**src/source/alarm_puzzle_params.svh**
```systemverilog
`ifndef ALARM_PUZZLE_PARAMS_SVH
`define ALARM_PUZZLE_PARAMS_SVH

// operands, results and target share one width
`define ALARM_WORD_WIDTH 8

// clocks per timer second, small for simulation
`define ALARM_TICKS_PER_SECOND 8

// seconds run 0 to 99
`define ALARM_SECONDS_WRAP 100

// quotient for a zero divisor
`define ALARM_DIV_ZERO 255

`endif

```
**src/source/alarm_puzzle_pkg.sv**
```systemverilog
`default_nettype none

`include "alarm_puzzle_params.svh"

package alarm_puzzle_pkg;

    typedef logic [`ALARM_WORD_WIDTH-1:0] word_t;

    typedef logic [$clog2(`ALARM_SECONDS_WRAP)-1:0] seconds_t; // 7 bits for 0..99

    // alu input select
    typedef enum logic [1:0] {
        SEL_X = 2'd0,
        SEL_Y = 2'd1,
        SEL_Z = 2'd2
    } operand_sel_e;

    typedef enum logic [1:0] {
        ALU_ADD = 2'd0,
        ALU_MUL = 2'd1,
        ALU_DIV = 2'd2
    } alu_op_e;

    // which micro-program a puzzle runs
    typedef enum logic {
        EQ_SQUARE_SUM = 1'b0, // y/z + (x/z)^2
        EQ_CUBIC_MIX  = 1'b1  // x*x*z + x*y
    } puzzle_equation_e;

    // top level sequencer
    typedef enum logic [1:0] {
        IDLE     = 2'd0,
        PUZZLE_1 = 2'd1,
        PUZZLE_2 = 2'd2,
        DONE     = 2'd3
    } seq_state_e;

    // per-puzzle control
    typedef enum logic [3:0] {
        LOAD_X, X_WAIT, LOAD_Y, Y_WAIT, LOAD_Z, Z_WAIT,
        CYCLE_0, CYCLE_1, CYCLE_2, CYCLE_3,
        COMPARE, COMPLETE, RESTART
    } puzzle_state_e;

endpackage

`default_nettype wire

```
**src/source/alarm_puzzle_top.sv**
```systemverilog
`timescale 1ns/1ps
`default_nettype none

module alarm_puzzle_top (
    input  logic                      Clock,
    input  logic                      rst_n,
    input  logic                      start,
    input  logic                      go,
    input  alarm_puzzle_pkg::word_t    data_in,
    output alarm_puzzle_pkg::seconds_t seconds,
    output logic                      solved_1,
    output logic                      solved_2,
    output logic                      done,
    output logic                      wrong
);
    import alarm_puzzle_pkg::*;

    logic enable_1;
    logic enable_2;
    logic wrong_1;
    logic wrong_2;

    // puzzle 1 control to datapath
    logic ld_x_1, ld_y_1, ld_z_1, ld_target_1, ld_result_1, use_alu_1, clear_1, match_1;
    operand_sel_e sel_a_1, sel_b_1;
    alu_op_e      alu_op_1;

    // puzzle 2 control to datapath
    logic ld_x_2, ld_y_2, ld_z_2, ld_target_2, ld_result_2, use_alu_2, clear_2, match_2;
    operand_sel_e sel_a_2, sel_b_2;
    alu_op_e      alu_op_2;

    second_timer u_timer (
        .Clock   (Clock),
        .rst_n   (rst_n),
        .seconds (seconds)
    );

    alarm_sequencer u_sequencer (
        .Clock    (Clock),
        .rst_n    (rst_n),
        .start    (start),
        .solved_1 (solved_1),
        .solved_2 (solved_2),
        .enable_1 (enable_1),
        .enable_2 (enable_2),
        .done     (done)
    );

    puzzle_control #(.EQUATION(EQ_SQUARE_SUM)) u_control_1 (
        .Clock (Clock), .rst_n (rst_n), .enable (enable_1), .go (go), .match (match_1),
        .ld_x (ld_x_1), .ld_y (ld_y_1), .ld_z (ld_z_1), .ld_target (ld_target_1),
        .ld_result (ld_result_1), .use_alu (use_alu_1), .clear (clear_1),
        .solved (solved_1), .wrong (wrong_1),
        .sel_a (sel_a_1), .sel_b (sel_b_1), .alu_op (alu_op_1)
    );

    puzzle_datapath u_datapath_1 (
        .Clock (Clock), .rst_n (rst_n), .clear (clear_1),
        .ld_x (ld_x_1), .ld_y (ld_y_1), .ld_z (ld_z_1), .ld_target (ld_target_1),
        .ld_result (ld_result_1), .use_alu (use_alu_1),
        .data_in (data_in), .seconds (seconds),
        .sel_a (sel_a_1), .sel_b (sel_b_1), .alu_op (alu_op_1), .match (match_1)
    );

    puzzle_control #(.EQUATION(EQ_CUBIC_MIX)) u_control_2 (
        .Clock (Clock), .rst_n (rst_n), .enable (enable_2), .go (go), .match (match_2),
        .ld_x (ld_x_2), .ld_y (ld_y_2), .ld_z (ld_z_2), .ld_target (ld_target_2),
        .ld_result (ld_result_2), .use_alu (use_alu_2), .clear (clear_2),
        .solved (solved_2), .wrong (wrong_2),
        .sel_a (sel_a_2), .sel_b (sel_b_2), .alu_op (alu_op_2)
    );

    puzzle_datapath u_datapath_2 (
        .Clock (Clock), .rst_n (rst_n), .clear (clear_2),
        .ld_x (ld_x_2), .ld_y (ld_y_2), .ld_z (ld_z_2), .ld_target (ld_target_2),
        .ld_result (ld_result_2), .use_alu (use_alu_2),
        .data_in (data_in), .seconds (seconds),
        .sel_a (sel_a_2), .sel_b (sel_b_2), .alu_op (alu_op_2), .match (match_2)
    );

    assign wrong = wrong_1 | wrong_2; // only one puzzle takes presses at a time

endmodule

`default_nettype wire

```
**src/source/alarm_sequencer.sv**
```systemverilog
`timescale 1ns/1ps
`default_nettype none

module alarm_sequencer (
    input  logic Clock,
    input  logic rst_n,
    input  logic start,
    input  logic solved_1,
    input  logic solved_2,
    output logic enable_1,
    output logic enable_2,
    output logic done
);
    import alarm_puzzle_pkg::*;

    seq_state_e state;
    seq_state_e next_state;

    always_comb begin
        next_state = state;
        case (state)
            IDLE: begin
                if (start) begin
                    next_state = PUZZLE_1;
                end
            end
            PUZZLE_1: begin
                if (solved_1) begin
                    next_state = PUZZLE_2;
                end
            end
            PUZZLE_2: begin
                if (solved_2) begin
                    next_state = DONE;
                end
            end
            DONE: begin
                if (!start) begin
                    next_state = IDLE; // switch off to rearm
                end
            end
            default: next_state = IDLE;
        endcase
    end

    always_ff @(posedge Clock) begin
        if (!rst_n) begin
            state <= IDLE;
        end else begin
            state <= next_state;
        end
    end

    // enables stay up through DONE so solved flags remain visible
    assign enable_1 = (state != IDLE);
    assign enable_2 = (state == PUZZLE_2) || (state == DONE);
    assign done     = (state == DONE);

endmodule

`default_nettype wire

```
**src/source/puzzle_control.sv**
```systemverilog
`timescale 1ns/1ps
`default_nettype none

module puzzle_control #(
    parameter alarm_puzzle_pkg::puzzle_equation_e EQUATION = alarm_puzzle_pkg::EQ_SQUARE_SUM
) (
    input  logic                          Clock,
    input  logic                          rst_n,
    input  logic                          enable,
    input  logic                          go,
    input  logic                          match,
    output logic                          ld_x,
    output logic                          ld_y,
    output logic                          ld_z,
    output logic                          ld_target,
    output logic                          ld_result,
    output logic                          use_alu,
    output logic                          clear,
    output logic                          solved,
    output logic                          wrong,
    output alarm_puzzle_pkg::operand_sel_e sel_a,
    output alarm_puzzle_pkg::operand_sel_e sel_b,
    output alarm_puzzle_pkg::alu_op_e      alu_op
);
    import alarm_puzzle_pkg::*;

    puzzle_state_e state;
    puzzle_state_e next_state;

    always_comb begin
        next_state = state;
        case (state)
            LOAD_X:   next_state = go ? X_WAIT : LOAD_X;
            X_WAIT:   next_state = go ? X_WAIT : LOAD_Y;  // wait for release
            LOAD_Y:   next_state = go ? Y_WAIT : LOAD_Y;
            Y_WAIT:   next_state = go ? Y_WAIT : LOAD_Z;
            LOAD_Z:   next_state = go ? Z_WAIT : LOAD_Z;
            Z_WAIT:   next_state = go ? Z_WAIT : CYCLE_0;
            CYCLE_0:  next_state = CYCLE_1;
            CYCLE_1:  next_state = CYCLE_2;
            CYCLE_2:  next_state = CYCLE_3;
            CYCLE_3:  next_state = COMPARE;
            COMPARE:  next_state = match ? COMPLETE : RESTART;
            COMPLETE: next_state = COMPLETE;              // held until disabled
            RESTART:  next_state = LOAD_X;
            default:  next_state = LOAD_X;
        endcase
    end

    always_ff @(posedge Clock) begin
        if (!rst_n) begin
            state <= LOAD_X;
        end else if (!enable) begin
            state <= LOAD_X;
        end else begin
            state <= next_state;
        end
    end

    // datapath strobes and the micro-program
    always_comb begin
        ld_x      = 1'b0;
        ld_y      = 1'b0;
        ld_z      = 1'b0;
        ld_target = 1'b0;
        ld_result = 1'b0;
        use_alu   = 1'b0;
        sel_a     = SEL_X;
        sel_b     = SEL_X;
        alu_op    = ALU_ADD;
        case (state)
            LOAD_X: begin
                ld_x      = 1'b1;
                ld_target = 1'b1; // target follows the timer until x is taken
            end
            LOAD_Y: ld_y = 1'b1;
            LOAD_Z: ld_z = 1'b1;
            CYCLE_0: begin
                use_alu = 1'b1;
                sel_a   = SEL_X;
                if (EQUATION == EQ_SQUARE_SUM) begin
                    sel_b  = SEL_Z; // x = x/z
                    alu_op = ALU_DIV;
                    ld_x   = 1'b1;
                end else begin
                    sel_b  = SEL_Y; // y = x*y
                    alu_op = ALU_MUL;
                    ld_y   = 1'b1;
                end
            end
            CYCLE_1: begin
                use_alu = 1'b1; // x = x*x in both
                sel_a   = SEL_X;
                sel_b   = SEL_X;
                alu_op  = ALU_MUL;
                ld_x    = 1'b1;
            end
            CYCLE_2: begin
                use_alu = 1'b1;
                sel_b   = SEL_Z;
                if (EQUATION == EQ_SQUARE_SUM) begin
                    sel_a  = SEL_Y; // y = y/z
                    alu_op = ALU_DIV;
                    ld_y   = 1'b1;
                end else begin
                    sel_a  = SEL_X; // x = x*z
                    alu_op = ALU_MUL;
                    ld_x   = 1'b1;
                end
            end
            CYCLE_3: begin
                sel_a     = SEL_X; // result = x + y
                sel_b     = SEL_Y;
                alu_op    = ALU_ADD;
                ld_result = 1'b1;
            end
            default: begin
            end
        endcase
    end

    assign solved = enable && (state == COMPLETE); // drops as soon as the sequencer idles
    assign wrong  = (state == RESTART);
    assign clear  = !enable || (state == RESTART);

endmodule

`default_nettype wire

```
**src/source/puzzle_datapath.sv**
```systemverilog
`timescale 1ns/1ps
`default_nettype none

`include "alarm_puzzle_params.svh"

module puzzle_datapath (
    input  logic                          Clock,
    input  logic                          rst_n,
    input  logic                          clear,
    input  logic                          ld_x,
    input  logic                          ld_y,
    input  logic                          ld_z,
    input  logic                          ld_target,
    input  logic                          ld_result,
    input  logic                          use_alu,
    input  alarm_puzzle_pkg::word_t        data_in,
    input  alarm_puzzle_pkg::seconds_t     seconds,
    input  alarm_puzzle_pkg::operand_sel_e sel_a,
    input  alarm_puzzle_pkg::operand_sel_e sel_b,
    input  alarm_puzzle_pkg::alu_op_e      alu_op,
    output logic                          match
);
    import alarm_puzzle_pkg::*;

    word_t x;
    word_t y;
    word_t z;
    word_t target;
    word_t result;
    word_t alu_a;
    word_t alu_b;
    word_t alu_out;

    // operand registers, x and y double as alu scratch
    always_ff @(posedge Clock) begin
        if (ld_x) begin
            x <= use_alu ? alu_out : data_in;
        end
        if (ld_y) begin
            y <= use_alu ? alu_out : data_in;
        end
        if (ld_z) begin
            z <= data_in;
        end
    end

    always_ff @(posedge Clock) begin
        if (!rst_n || clear) begin
            target <= '0;
            result <= '0;
        end else begin
            if (ld_target) begin
                target <= word_t'(seconds); // zero-extended timer value
            end
            if (ld_result) begin
                result <= alu_out;
            end
        end
    end

    always_comb begin
        case (sel_a)
            SEL_X:   alu_a = x;
            SEL_Y:   alu_a = y;
            SEL_Z:   alu_a = z;
            default: alu_a = '0;
        endcase
        case (sel_b)
            SEL_X:   alu_b = x;
            SEL_Y:   alu_b = y;
            SEL_Z:   alu_b = z;
            default: alu_b = '0;
        endcase
    end

    // all results wrap modulo 2^width
    always_comb begin
        case (alu_op)
            ALU_ADD: alu_out = alu_a + alu_b;
            ALU_MUL: alu_out = alu_a * alu_b;
            ALU_DIV: begin
                if (alu_b == '0) begin
                    alu_out = word_t'(`ALARM_DIV_ZERO);
                end else begin
                    alu_out = alu_a / alu_b;
                end
            end
            default: alu_out = '0;
        endcase
    end

    assign match = (result == target);

endmodule

`default_nettype wire

```
**src/source/second_timer.sv**
```systemverilog
`timescale 1ns/1ps
`default_nettype none

`include "alarm_puzzle_params.svh"

module second_timer #(
    parameter int TICKS_PER_SECOND = `ALARM_TICKS_PER_SECOND
) (
    input  logic                      Clock,
    input  logic                      rst_n,
    output alarm_puzzle_pkg::seconds_t seconds
);
    import alarm_puzzle_pkg::*;

    localparam int PRESCALE_W = (TICKS_PER_SECOND > 1) ? $clog2(TICKS_PER_SECOND) : 1;

    logic [PRESCALE_W-1:0] prescale;
    logic                  tick;

    assign tick = (prescale == PRESCALE_W'(TICKS_PER_SECOND - 1)); // last clock of a second

    always_ff @(posedge Clock) begin
        if (!rst_n) begin
            prescale <= '0;
        end else if (tick) begin
            prescale <= '0;
        end else begin
            prescale <= prescale + 1'b1;
        end
    end

    // wrapping seconds count
    always_ff @(posedge Clock) begin
        if (!rst_n) begin
            seconds <= '0;
        end else if (tick) begin
            if (seconds == seconds_t'(`ALARM_SECONDS_WRAP - 1)) begin
                seconds <= '0;
            end else begin
                seconds <= seconds + 1'b1;
            end
        end
    end

endmodule

`default_nettype wire

```
**config.mk**
```make
export PLATFORM = sky130hd
export DESIGN_NAME = alarm_puzzle_top
export DESIGN_NICKNAME = d
export VERILOG_FILES = /design/src/source/alarm_puzzle_pkg.sv /design/src/source/alarm_puzzle_top.sv /design/src/source/alarm_sequencer.sv /design/src/source/puzzle_control.sv /design/src/source/puzzle_datapath.sv /design/src/source/second_timer.sv
export VERILOG_INCLUDE_DIRS = /design/src /design/src/source
export SDC_FILE = /design/constraint.sdc
export NUM_CORES = 1
export LEC_CHECK = 0
export CAP_MARGIN = 15
export CORE_MARGIN = 2
export CORE_UTILIZATION = 54
export CTS_CLUSTER_DIAMETER = 60
export DETAILED_ROUTE_END_ITERATION = 8
export DONT_BUFFER_PORTS = 1
export GPL_ROUTABILITY_DRIVEN = 0
export PLACE_DENSITY = 0.72
export SYNTH_ARGS = -nofsm -noshare
export SYNTH_HDL_FRONTEND = slang
export SYNTH_SLANG_ARGS = --single-unit
```
**constraint.sdc**
```tcl
create_clock -name Clock -period 12.9 [get_ports Clock]
set_clock_uncertainty 0.2 [all_clocks]
set_input_delay 1.935 -clock Clock [delete_from_list [all_inputs] [get_ports Clock]]
set_output_delay 1.935 -clock Clock [all_outputs]
set_load 0.005 [all_outputs]
```
[Yosys cells after proc, flatten, opt, wreduce, memory -nomap -nowiden]
Index checks and enable logic that the tools add are counted.
Storage, ports and cells
  output and inout bits: 11
  flip-flop bits (word level): 98
  bits of input ports: 12
  logic and storage cells: 145
Operators by class
  bitwise logic cells: 2
  multiply operators: 2
  multiplexer cells: 42
  div/mod/pow operators: 2
  reductions and logical operators: 33
  eq/ne operators: 45
  add/subtract/negate cells: 4
Operators with widths (number)
  $pmux W8 S3: 5
  $pmux W4 S12: 2
  $eq A4 B4 Y1 const B: 10
  $eq A4 B3 Y1 const B: 8
  $mux W8: 4
  $mux W1: 17
  $add A8 B8 Y8: 2
  $div A8 B8 Y8: 2
  $eq A4 B2 Y1 const B: 4
  $eq A8 B7 Y1: 2
  $logic_not A8 Y1: 2
  $mul A8 B8 Y8: 2
  $logic_not A2 Y1: 6
  $mux W2: 6
  $pmux W2 S2: 3
  $reduce_or A3 Y1: 4
  $eq A2 B2 Y1 const B: 5
  $reduce_or A2 Y1: 5
  $mux W3: 3
  $eq A2 B1 Y1 const B: 4
  $eq A4 B1 Y1 const B: 2
  $logic_not A4 Y1: 2
  $ne A2 B2 Y1 const B: 4
  $pmux W2 S4: 1
  15 further kinds: 25

[Longest topological paths before layout]
Gate-level depths: netlist of run 1.
  depth in word-level cells: 9
  gate-level depth with buffers: 62
  gate-level depth less buffers: 59

[Hierarchy]
From an unflattened synthesis of run 1, not the netlist that was laid out.
Second synthesis, totals
  cell total of the unflattened synthesis: 1211
  area, all modules: 10900.5 um2
By module, submodules not included
  puzzle_datapath (u_datapath_2): instances 1, cells each 510, seq. area each 1021.0 um2, area each 4713.3 um2
  puzzle_datapath (u_datapath_1): instances 1, cells each 521, seq. area each 1021.0 um2, area each 4708.3 um2
  second_timer: instances 1, cells each 47, seq. area each 200.2 um2, area each 461.7 um2
  puzzle_control (u_control_1): instances 1, cells each 60, seq. area each 80.1 um2, area each 432.9 um2
  puzzle_control (u_control_2): instances 1, cells each 52, seq. area each 80.1 um2, area each 385.4 um2
  alarm_sequencer: instances 1, cells each 20, seq. area each 40.0 um2, area each 192.7 um2
  alarm_puzzle_top: instances 1, cells each 1, seq. area each 0.0 um2, area each 6.3 um2

[Worst setup path before layout of run 1]
Ideal clock, no wire load.
  path kind: flip-flop to flip-flop
  start point: register u_control_1.state[3]
  end point: register u_datapath_1.x[0], data pin
  path buffers: 3
  path slack: 0.140 ns
  arrival time: 12.282 ns
  setup time: 0.278 ns
  stages on the path, launching flop included: 59
  data required time: 12.422 ns
  period minus slack after synthesis: 12.760 ns
  path through: dfxtp_1 buf_4 or3b_4 a21o_1 clkbuf_1 a21oi_2 inv_1 nor4_2 a21oi_1 a21oi_1 ha_1 or4b_2 o211ai_1 o2bb2ai_1 ha_1 o21a_1 o221a_2 nand3_2 (+23 left out) ha_1 o21a_1 o21a_1 o21ai_0 a21boi_0 o21a_1 o21a_1 o21ai_1 mux2i_1 ha_1 a21o_1 a21o_1 a21o_1 a21o_1 a21o_1 a21o_1 a211oi_1 o21ai_0
Between the ends
  cells in the longest elaborated chain, start to end: 9
  elaborated cells between the ends (all ways): 28
  classes of those cells: add/sub (1); mul (1); div (1); eq/ne (10); mux (9); reduce/logical (6)
Ends and longest elaborated chain
  from (decl): RTL line puzzle_control.sv:27  | puzzle_state_e state;
  from (signal assigned): RTL line puzzle_control.sv:56  | state <= next_state;
  $eq A4 B3 Y1 / $eq A4 B4 Y1 (equally long branches): RTL line puzzle_control.sv:71  | case (state)
  $reduce_or A2 Y1 (no line)
  $pmux W2 S2: RTL line puzzle_control.sv:71
  $eq A2 B2 Y1 (tied with other cells): RTL line puzzle_datapath.sv:68  | case (sel_b)
  $pmux W8 S3: RTL line puzzle_datapath.sv:68
  $div A8 B8 Y8 / $logic_not A8 Y1 (equally long branches): RTL line puzzle_datapath.sv:85, puzzle_datapath.sv:82
  $mux W8: RTL line puzzle_datapath.sv:82  | if (alu_b == '0) begin
  $pmux W8 S3: RTL line puzzle_datapath.sv:78  | case (alu_op)
  $mux W8 *: RTL line puzzle_datapath.sv:37  | x <= use_alu ? alu_out : data_in;
  to (signal assigned): RTL line puzzle_datapath.sv:37
  to (decl): RTL line puzzle_datapath.sv:25  | word_t x;
Mark *: on every way between the ends. The rest lies on a longest branch, timed or not.
A chain may end at the register's enable or synchronous reset.

[Final worst setup path of run 1]
Ends and elaborated chain as after synthesis.

==> flow_summary.yaml, run 1 <==
worst_setup_path:
  crit_fanout: 11
  reg2reg_to: "u_datapath_1.x[0]"
  required_ps: 12780
  rr_startpoint: "u_control_1.state[3]"
  cp.arrival_ps: 12050
  crit_path_start_kind: "flop"
  crit_top_cell: "o21a_1"
  r2r_cells: 58
  cp-startpoint: "u_control_1.state[3]"
  path_class: "reg -> reg"
  cp_slowest_cell: "or3b_4"
  max_stage_delay_ps: 380
  reg2reg_slack_ps: 730
  cp-end-kind: "flop"
timing:
  max_slew_margin: 0.328
  min_period_ps: 12170
  setup_ws_ps: 731
  tightest_slew_ps: 999
  hold_violations: 0
  max_freq_mhz: 82.2
  timing.final.crit_share: 0.943
  setup_viol: 0
  drv_slew: 0
yosys:
  synth_area_per_cell_sq_um: 9.01
  ys_top_cells_by_area: "edfxtp_1, ha_1, dfxtp_1"
  synthFlopType: "dfxtp_1"
  syn_area_sq_um: 8420
  synthSimpleGateAreaFrac: 0.158
  async_reset_ff_frac: 0
  yosysWarnings: 0
  synth_compound_area_frac: 0.167
  ys_seq_area_frac: 0.290
  netlist_instances: 935
  synth_top_cell_by_area: "edfxtp_1"
  synth_xor_area_frac: 0.0725
  synth_most_common_cell: "ha_1"
  ys_ff_latch: 98
  ys_top_cells_by_count: "ha_1, nor2_1, inv_1, nand2_1, a21oi_1"
  synth_nets: 1066
  synth_edf_count: 48
  synthMuxAreaShare: 0.0572
  netlist.area_leader.share: 0.171
  synth_top_family_by_area: "adder cells"
  synth_fa_ha_area_frac: 0.200
  yosys.cell_types.count: 84
power_and_ir_drop:
  pwr_density_cell_nw_per_um2: 172
  power.total_uw: 1600
  cellLeakagePower_uw: 0.00407
  vdd_drop_max_mv: 0.0957
drt:
  viasPerCell: 5.86
  drt-total-wl_mm: 20.2
  firstDrtPassIters: 7
  wl_per_cell_microns: 17.6
  drtIter0Drc: 590
  antenna_left: 0
  vias: 6743
  drc: 0
layout:
  fin_nets: 1088
  diodes: 0
  area_delta_synth_final_pct: 9.97
  layout-drive-gt1-share: 0.106
  final_cells: 1150
global_routing:
  antenna_found_initial: 0
  use_met2: 0.382
  grt_first_pass_wirelength_mm: 31.9
  groute.usage.overall: 0.246
  grt-ovfl-total: 0
  grt_pass1_vias: 6317
  grt_max_degree: 19
  grtUsageMet1: 0.343
  grt_use_met3: 0.0607
  top_usage_layer: "met2"
die:
  die_h_microns: 129
  die_w_microns: 129
  core_sq_um: 15200
  io_pins: 23
  fp-row-count: 45
  initial_core_util: 0.554
  dieArea_sq_um: 16600
clock_tree:
  cts_hold_buf: 0
  clockBufferDepth: 2
  cts_num_sinks: 98
  cts-root-buf: "clkbuf_16"
  numCtsBuffers: 9
  cts_tree: "yes"
  clkLatencyLatePin_ps: 350
  clk_pin_slew_ps: 70
  htreeDepth: 3
run_status:
  status: "finished clean"
min_path:
  holdPathStages: 1
  worstHoldPathType: "reg -> reg"
  worstHoldEndpoint: "u_timer.prescale[0]"
  worstHoldStart: "u_timer.prescale[0]"
placed_design:
  dp_hpwl_mm: 15.4
  post-place-ws_ps: -21.5
  dp.cells: 1122
  port_buffers: 0
run:
  max_cap_violations: 0
timing repair:
| action | in CTS | in global routing |
|---|---|---|
| gates cloned | 0 | 0 |
| pin swaps | 0 | 4 |
| setup buffers | 0 | 9 |
| gates resized for setup | 1 | 19 |
| endpoints found under the setup margin | 2 | 2 |
sequential cells by signal (all words and copies together), names as in the netlist:
| name | count |
|---|---|
| u_timer.seconds | 7 |
| u_datapath_1.x | 8 |
| u_control_2.state | 4 |
| u_timer.prescale | 3 |
| u_datapath_2.y | 8 |
| u_datapath_1.target | 7 |
| u_sequencer.state | 2 |
| u_datapath_2.target | 7 |
| u_datapath_2.z | 8 |
| u_datapath_2.x | 8 |
| u_control_1.state | 4 |
| u_datapath_1.result | 8 |
| u_datapath_2.result | 8 |
| u_datapath_1.z | 8 |
| u_datapath_1.y | 8 |
critical path: cells and delay by family, from the launching register on:
kind	cells	cell delay (ps)
AO/OA/AOI/OAI	31	5350
adder cells (fa/ha/maj)	7	1980
AND/OR/NAND/NOR	10	1790
multiplexers	5	1430
buffers and inverters	5	810
flip-flops	1	330
how the worst max path moves through the flow:
stage                        end  depth (start not counted)
5_1_grt        u_datapath_1.x[0]                         61
3_3_place_gp   u_datapath_1.x[0]                         58
6_report       u_datapath_1.x[0]                         58
4_1_cts        u_datapath_1.x[0]                         60
2_1_floorplan  u_datapath_1.x[0]                         58
3_5_place_dp   u_datapath_1.x[0]                         58
layout make-up:
type / count / area [sq um]
Timing Repair Buffer: 39 / 288
Fill cell: 1296 / 5940
Sequential cell: 98 / 2440
Inverter: 91 / 342
Clock inverter: 7 / 139
Multi-Input combinational cell: 718 / 5590
Tap cell: 188 / 235
Clock buffer: 9 / 225
cells by family (layout without fill, tap and decap cells):
group / after synthesis / after routing
and+or+nand+nor: 280 / 280
AOI/OAI and AO/OA: 208 / 208
adders and majority gates: 119 / 119
buffers and inverters: 119 / 146
DFF: 98 / 98
xor gates and xnor gates: 65 / 65
muxes: 46 / 46
layout by cell type, fill, tap and decap left out, types with 14 or more instances in the layout:
cell      netlist  layout
o21ai_0        29      24
xor2_1         16      16
o21a_1         15      15
edfxtp_1       48      48
nand2_1        85      85
mux2_2         14      14
a21oi_1        69      68
nor2_1         92      92
buf_4           2      37
dfxtp_1        50      50
fa_1           26      26
nor3_1         28      27
inv_1          91      91
ha_1           93      93
a21o_1         21      21
mux2i_1        31      29
and2_1         16      16
xnor2_1        46      46
power breakdown:
group / total, uW / internal [uW] / switching [uW]
clock network: 327 / 209 / 119
registers: 360 / 344 / 15.9
logic: 909 / 414 / 495
total: 1600 / 966 / 630
metrics by stage:
stage	area, sq um	hold slack, ps	TNS (ps)	utilization
after global routing	9260	258	-125	0.609
final	9260	231	0	0.609
after floorplan	8420	203	0	-
after CTS	9110	231	0	0.599
after global placement	8750	219	0	0.575
after detailed placement	8750	221	-43.1	0.575
metal layers:
| layer | vias to the layer above | wire (microns) | part of all wire |
|---|---|---|---|
| met5 | - | 0 | 0 |
| met4 | 0 | 419 | 0.021 |
| met3 | 33 | 1770 | 0.087 |
| met2 | 261 | 8880 | 0.44 |
| met1 | 3132 | 9160 | 0.45 |
| li1 | 3317 | - | - |
Power figures use the tool's default switching activity.
==> run 2: changes to the inputs <==
CAP_MARGIN = 20   (was 15)
MAX_ROUTING_LAYER = met4   (was default)
==> run 2 against run 1 <==
  * Setup slack worse by 42 ps
  * Power decreased by 3.8%
  * Via count is 0.24% lower
  * Combinational power is essentially flat
  * Sequential cell count unchanged
  * Largest cell class unchanged
==> flow_summary.yaml, run 2 (synthesized netlist as in run 1, its figures left out) <==
worst_setup_path:
  reg2reg_slack_ps: 690
  crit_fanout: 11
  cp-end-kind: "flop"
  crit_top_cell: "o21a_1"
  r2r_cells: 58
  crit_path_start_kind: "flop"
  crit_end: "u_datapath_1.y[0]"
  cp.depth: 58
  path_buf_inv: 4
  cp_slowest_cell: "nor4_4"
  required_ps: 12780
  path_class: "reg -> reg"
  rr_startpoint: "u_control_1.state[3]"
  max_stage_delay_ps: 400
  reg2reg_to: "u_datapath_1.y[0]"
  cp_top_family: "compound AO/OA/AOI/OAI gates"
  cp.arrival_ps: 12090
  cp-startpoint: "u_control_1.state[3]"
timing:
  min_period_ps: 12210
  hold_violations: 0
  timing.final.crit_share: 0.947
  max_freq_mhz: 81.9
  max_slew_margin: 0.326
  drv_slew: 0
  tightest_slew_ps: 1000
  hold_slack_ps: 230
  setup_viol: 0
  setup_ws_ps: 688
clock_tree:
  clkLatencyLatePin_ps: 350
  cts_tree: "yes"
  cts_num_sinks: 98
  numCtsBuffers: 9
  cts_hold_buf: 0
  htreeDepth: 3
  cts-root-buf: "clkbuf_16"
  clockBufferDepth: 2
  clk_pin_slew_ps: 70
drt:
  drc: 0
  drtIter0Drc: 723
  drt-total-wl_mm: 20.1
  antenna_left: 0
  viasPerCell: 5.84
  firstDrtPassIters: 5
  vias: 6727
  wl_per_cell_microns: 17.5
die:
  io_pins: 23
  die_h_microns: 129
  core_sq_um: 15200
  dieArea_sq_um: 16600
  fp-row-count: 45
  initial_core_util: 0.554
  die_w_microns: 129
placed_design:
  post-place-ws_ps: -111
  port_buffers: 0
  dp_hpwl_mm: 15.4
global_routing:
  grt-ovfl-total: 0
  groute.usage.overall: 0.253
  grt_first_pass_wirelength_mm: 32.0
  grt_pass1_vias: 6304
  antenna_found_initial: 0
  grt_max_degree: 19
run:
  max_cap_violations: 0
power_and_ir_drop:
  power.total_uw: 1530
  cellLeakagePower_uw: 0.00406
  vdd_drop_max_mv: 0.0828
  pwr_density_cell_nw_per_um2: 167
layout:
  fin_nets: 1089
  final_util: 0.605
  layout-drive-gt1-share: 0.105
  final_common_cell: "ha_1"
  layout_common_cells: "ha_1, nor2_1, inv_1"
  diodes: 0
  area_delta_synth_final_pct: 9.12
run_status:
  status: "finished clean"
min_path:
  worstHoldPathType: "reg -> reg"
  worstHoldStart: "u_timer.prescale[0]"
run 2: changes by cell type in the layout (fill, tap and decap cells not counted), sizes merged:
cell      delta
bufinv       -4
clkinvlp     -2
clkinv       +3
buf          +1
clkbuf       +3
run 2: how the worst min path moves through the flow:
stage / end / slack, ps / cells after the start
6_report: u_timer.prescale[0] / 230 / 1
5_1_grt: u_timer.prescale[0] / 260 / 1
4_1_cts: u_timer.prescale[0] / 230 / 1
3_5_place_dp: u_timer.prescale[0] / 220 / 1
3_3_place_gp: u_timer.prescale[0] / 220 / 1
2_1_floorplan: u_timer.prescale[0] / 200 / 1
run 2: what timing repair did:
| item | in CTS | in global routing |
|---|---|---|
| endpoints found under the setup margin | 2 | 2 |
| pin swaps | 0 | 4 |
| gates cloned | 0 | 0 |
| setup buffers | 0 | 10 |
| resized for setup | 2 | 16 |
run 2: layout make-up:
type                            instances  area, sq um
Clock inverter                          4         21.3
Tap cell                              188          235
Timing Repair Buffer                   40          295
Inverter                               91          342
Multi-Input combinational cell        718         5580
Fill cell                            1341         6010
Sequential cell                        98         2440
Clock buffer                           12          278
run 2: metrics by stage:
step	std cells	TNS (ps)	instance area, sq um
3_3_place_gp	1122	0	8750
2_1_floorplan	935	0	8420
4_1_cts	1139	0	9050
3_5_place_dp	1123	-222	8750
5_1_grt	1151	-218	9190
6_report	1151	0	9190
run 2: where the power goes:
part	leakage (uW)	total, uW	switching (uW)	internal (uW)
Combinational	0.00304	909	495	414
Clock	0.000154	266	114	152
Sequential	0.000859	359	15.7	344
run 2: routing by layer:
metal	global-route usage	vias up	wire, microns
li1	-	3325	-
met1	0.344	3129	9400
met2	0.384	234	8890
met3	0.0557	39	1460
met4	0.0665	0	362
met5	-	-	0
==> run 3: changes to the inputs <==
ABC_AREA = 1   (was default)
CORE_UTILIZATION = 59   (was 54)
PLACE_DENSITY = 0.78   (was 0.72)
==> run 3 against run 2 <==
  * Clock power is 3% higher
  * First-iteration DRC count down 9.7%
  * Highest routed layer unchanged
  * Area after synthesis rose by 2.0%
  * Sequential share of layout area up 0.24 points
  * Die area is 6.4% lower
  * Utilization grew 2.9 points
  * Sequential cell count unchanged
  * Register-to-register slack improved by 510 ps
  * Final cell count up 13%
  * Critical path depth up 21
==> flow_summary.yaml, run 3 <==
run_status:
  status: "finished clean"
placed_design:
  post-place-ws_ps: 1130
  place_area_sq_um: 8750
  dp_hpwl_mm: 16.2
  port_buffers: 0
drt:
  drc: 0
  wl_per_cell_microns: 15.8
  drt-total-wl_mm: 20.7
  firstDrtPassIters: 7
  antenna_left: 0
  viasPerCell: 5.61
  drtIter0Drc: 653
  vias: 7315
global_routing:
  grt_pass1_vias: 7173
  grt_first_pass_wirelength_mm: 34.2
  antenna_found_initial: 0
  grt-ovfl-total: 0
  grt_max_degree: 23
  groute.usage.overall: 0.277
timing:
  hold_slack_ps: 222
  tightest_slew_ps: 921
  setup_tns_ps: 0
  setup_ws_ps: 1200
  grt_setup_unrepaired: "false"
  setup_viol: 0
  drv_slew: 0
  timing.final.crit_share: 0.907
  min_period_ps: 11700
  max_slew_margin: 0.384
  max_freq_mhz: 85.5
  hold_violations: 0
clock_tree:
  cts_hold_buf: 0
  numCtsBuffers: 9
  cts-root-buf: "clkbuf_16"
  clk_pin_slew_ps: 70
  htreeDepth: 3
  clockBufferDepth: 2
  cts_tree: "yes"
  cts_num_sinks: 98
  clkLatencyLatePin_ps: 350
worst_setup_path:
  crit_path_start_kind: "flop"
  path_class: "reg -> reg"
  cp_top_family: "compound AO/OA/AOI/OAI gates"
  path_buf_inv: 10
  crit_top_cell: "nand2_1"
  crit_fanout: 11
  required_ps: 12770
  cp.arrival_ps: 11570
  cp_slowest_cell: "dfxtp_1"
  max_stage_delay_ps: 410
  cp-end-kind: "flop"
layout:
  layout_common_cells: "nand2_1, inv_1, ha_1"
  area_delta_synth_final_pct: 6.03
  fin_nets: 1246
  final_common_cell: "nand2_1"
  final_util: 0.634
  nFillCells: 1251
  design_area_sq_um: 9110
  diodes: 0
  layout-drive-gt1-share: 0.0839
die:
  initial_core_util: 0.598
  dieArea_sq_um: 15500
  core_sq_um: 14400
  fp-row-count: 44
  io_pins: 23
  die_h_microns: 125
  die_w_microns: 125
yosys:
  netlist.area_leader.share: 0.168
  ys_ff_latch: 98
  ys_top_cells_by_area: "edfxtp_1, ha_1, dfxtp_1"
  synthFlopType: "dfxtp_1"
  yosysWarnings: 0
  async_reset_ff_frac: 0
  ys_top_cells_by_count: "nand2_1, inv_1, ha_1, nor2_1, a21oi_1"
  netlist_instances: 1112
  synth_area_per_cell_sq_um: 7.73
  synth_edf_count: 48
  synth_most_common_cell: "nand2_1"
  synth_top_cell_by_area: "edfxtp_1"
  yosys.cell_types.count: 57
  syn_area_sq_um: 8590
  synth_nets: 1243
  ys_seq_area_frac: 0.284
power_and_ir_drop:
  cellLeakagePower_uw: 0.00457
  vdd_drop_max_mv: 0.120
  pwr_density_cell_nw_per_um2: 186
min_path:
  worstHoldPathType: "reg -> reg"
run:
  max_cap_violations: 0
## run 3: cell count changes after synthesis, sizes merged, moves of 26 or more
cell   previous run  this run
nand2            85       253
inv              91       181
nand3             9        50
o21ai            31        71
mux2i            32         1
xnor2            46        20
## run 3: repair_timing
| action | in CTS | in global routing |
|---|---|---|
| endpoints found under the setup margin | 0 | 2 |
| hold endpoints to repair | 0 | 0 |
| gates resized for setup | 0 | 4 |
| buffers inserted | 0 | 6 |
## run 3: area by class of cell
type	count	area, sq um	area share
multi-input cells	815	5380	0.590
flip-flops and latches	98	2440	0.268
inverters	184	703	0.0772
well taps	184	230	0.0253
clock buffers	9	225	0.0247
clock inverters	7	80.1	0.00879
repair buffers	7	50.0	0.00549
## run 3: cell families (layout without fill, tap and decap cells)
| kind of cell | Yosys count | in the layout | share of synthesized area |
|---|---|---|---|
| muxes | 1 | 1 | 0.00117 |
| DFF | 98 | 98 | 0.284 |
| adders and majority gates | 119 | 119 | 0.196 |
| AOI/OAI and AO/OA | 190 | 190 | 0.133 |
| xor gates and xnor gates | 45 | 45 | 0.0476 |
| and+or+nand+nor | 460 | 460 | 0.247 |
| buffers and inverters | 199 | 207 | 0.0907 |
## run 3: routing by layer
layer,part of all wire,vias up,track usage
li1,-,3645,-
met1,0.44,3356,0.344
met2,0.47,262,0.459
met3,0.062,52,0.0460
met4,0.030,0,0.0958
met5,0,-,-
## run 3: metrics by stage
stage,total power [uW],std cells
after floorplan,1190,1112
after global placement,1370,1281
after detailed placement,1400,1281
after CTS,1680,1297
after global routing,1860,1304
final,1690,1304
## run 3: path summary, 6_finish.rpt
| kind | start | endpoint | slack [ps] | depth (start not counted) |
|---|---|---|---|---|
| worst max-delay path | u_control_1.state[3] | u_datapath_1.y[0] | 1200 | 79 |
| worst min-delay path | u_timer.prescale[0] | u_timer.prescale[0] | 220 | 1 |
| worst max register to register | u_control_1.state[3] | u_datapath_1.y[0] | 1200 | 79 |
| worst min register to register | u_timer.prescale[0] | u_timer.prescale[0] | 220 | 1 |
## run 3: where the power goes
group / internal (uW) / leakage (uW) / switching [uW]
clock: 154 / 0.000153 / 121
sequential: 350 / 0.000859 / 18.7
combinational: 419 / 0.00356 / 632
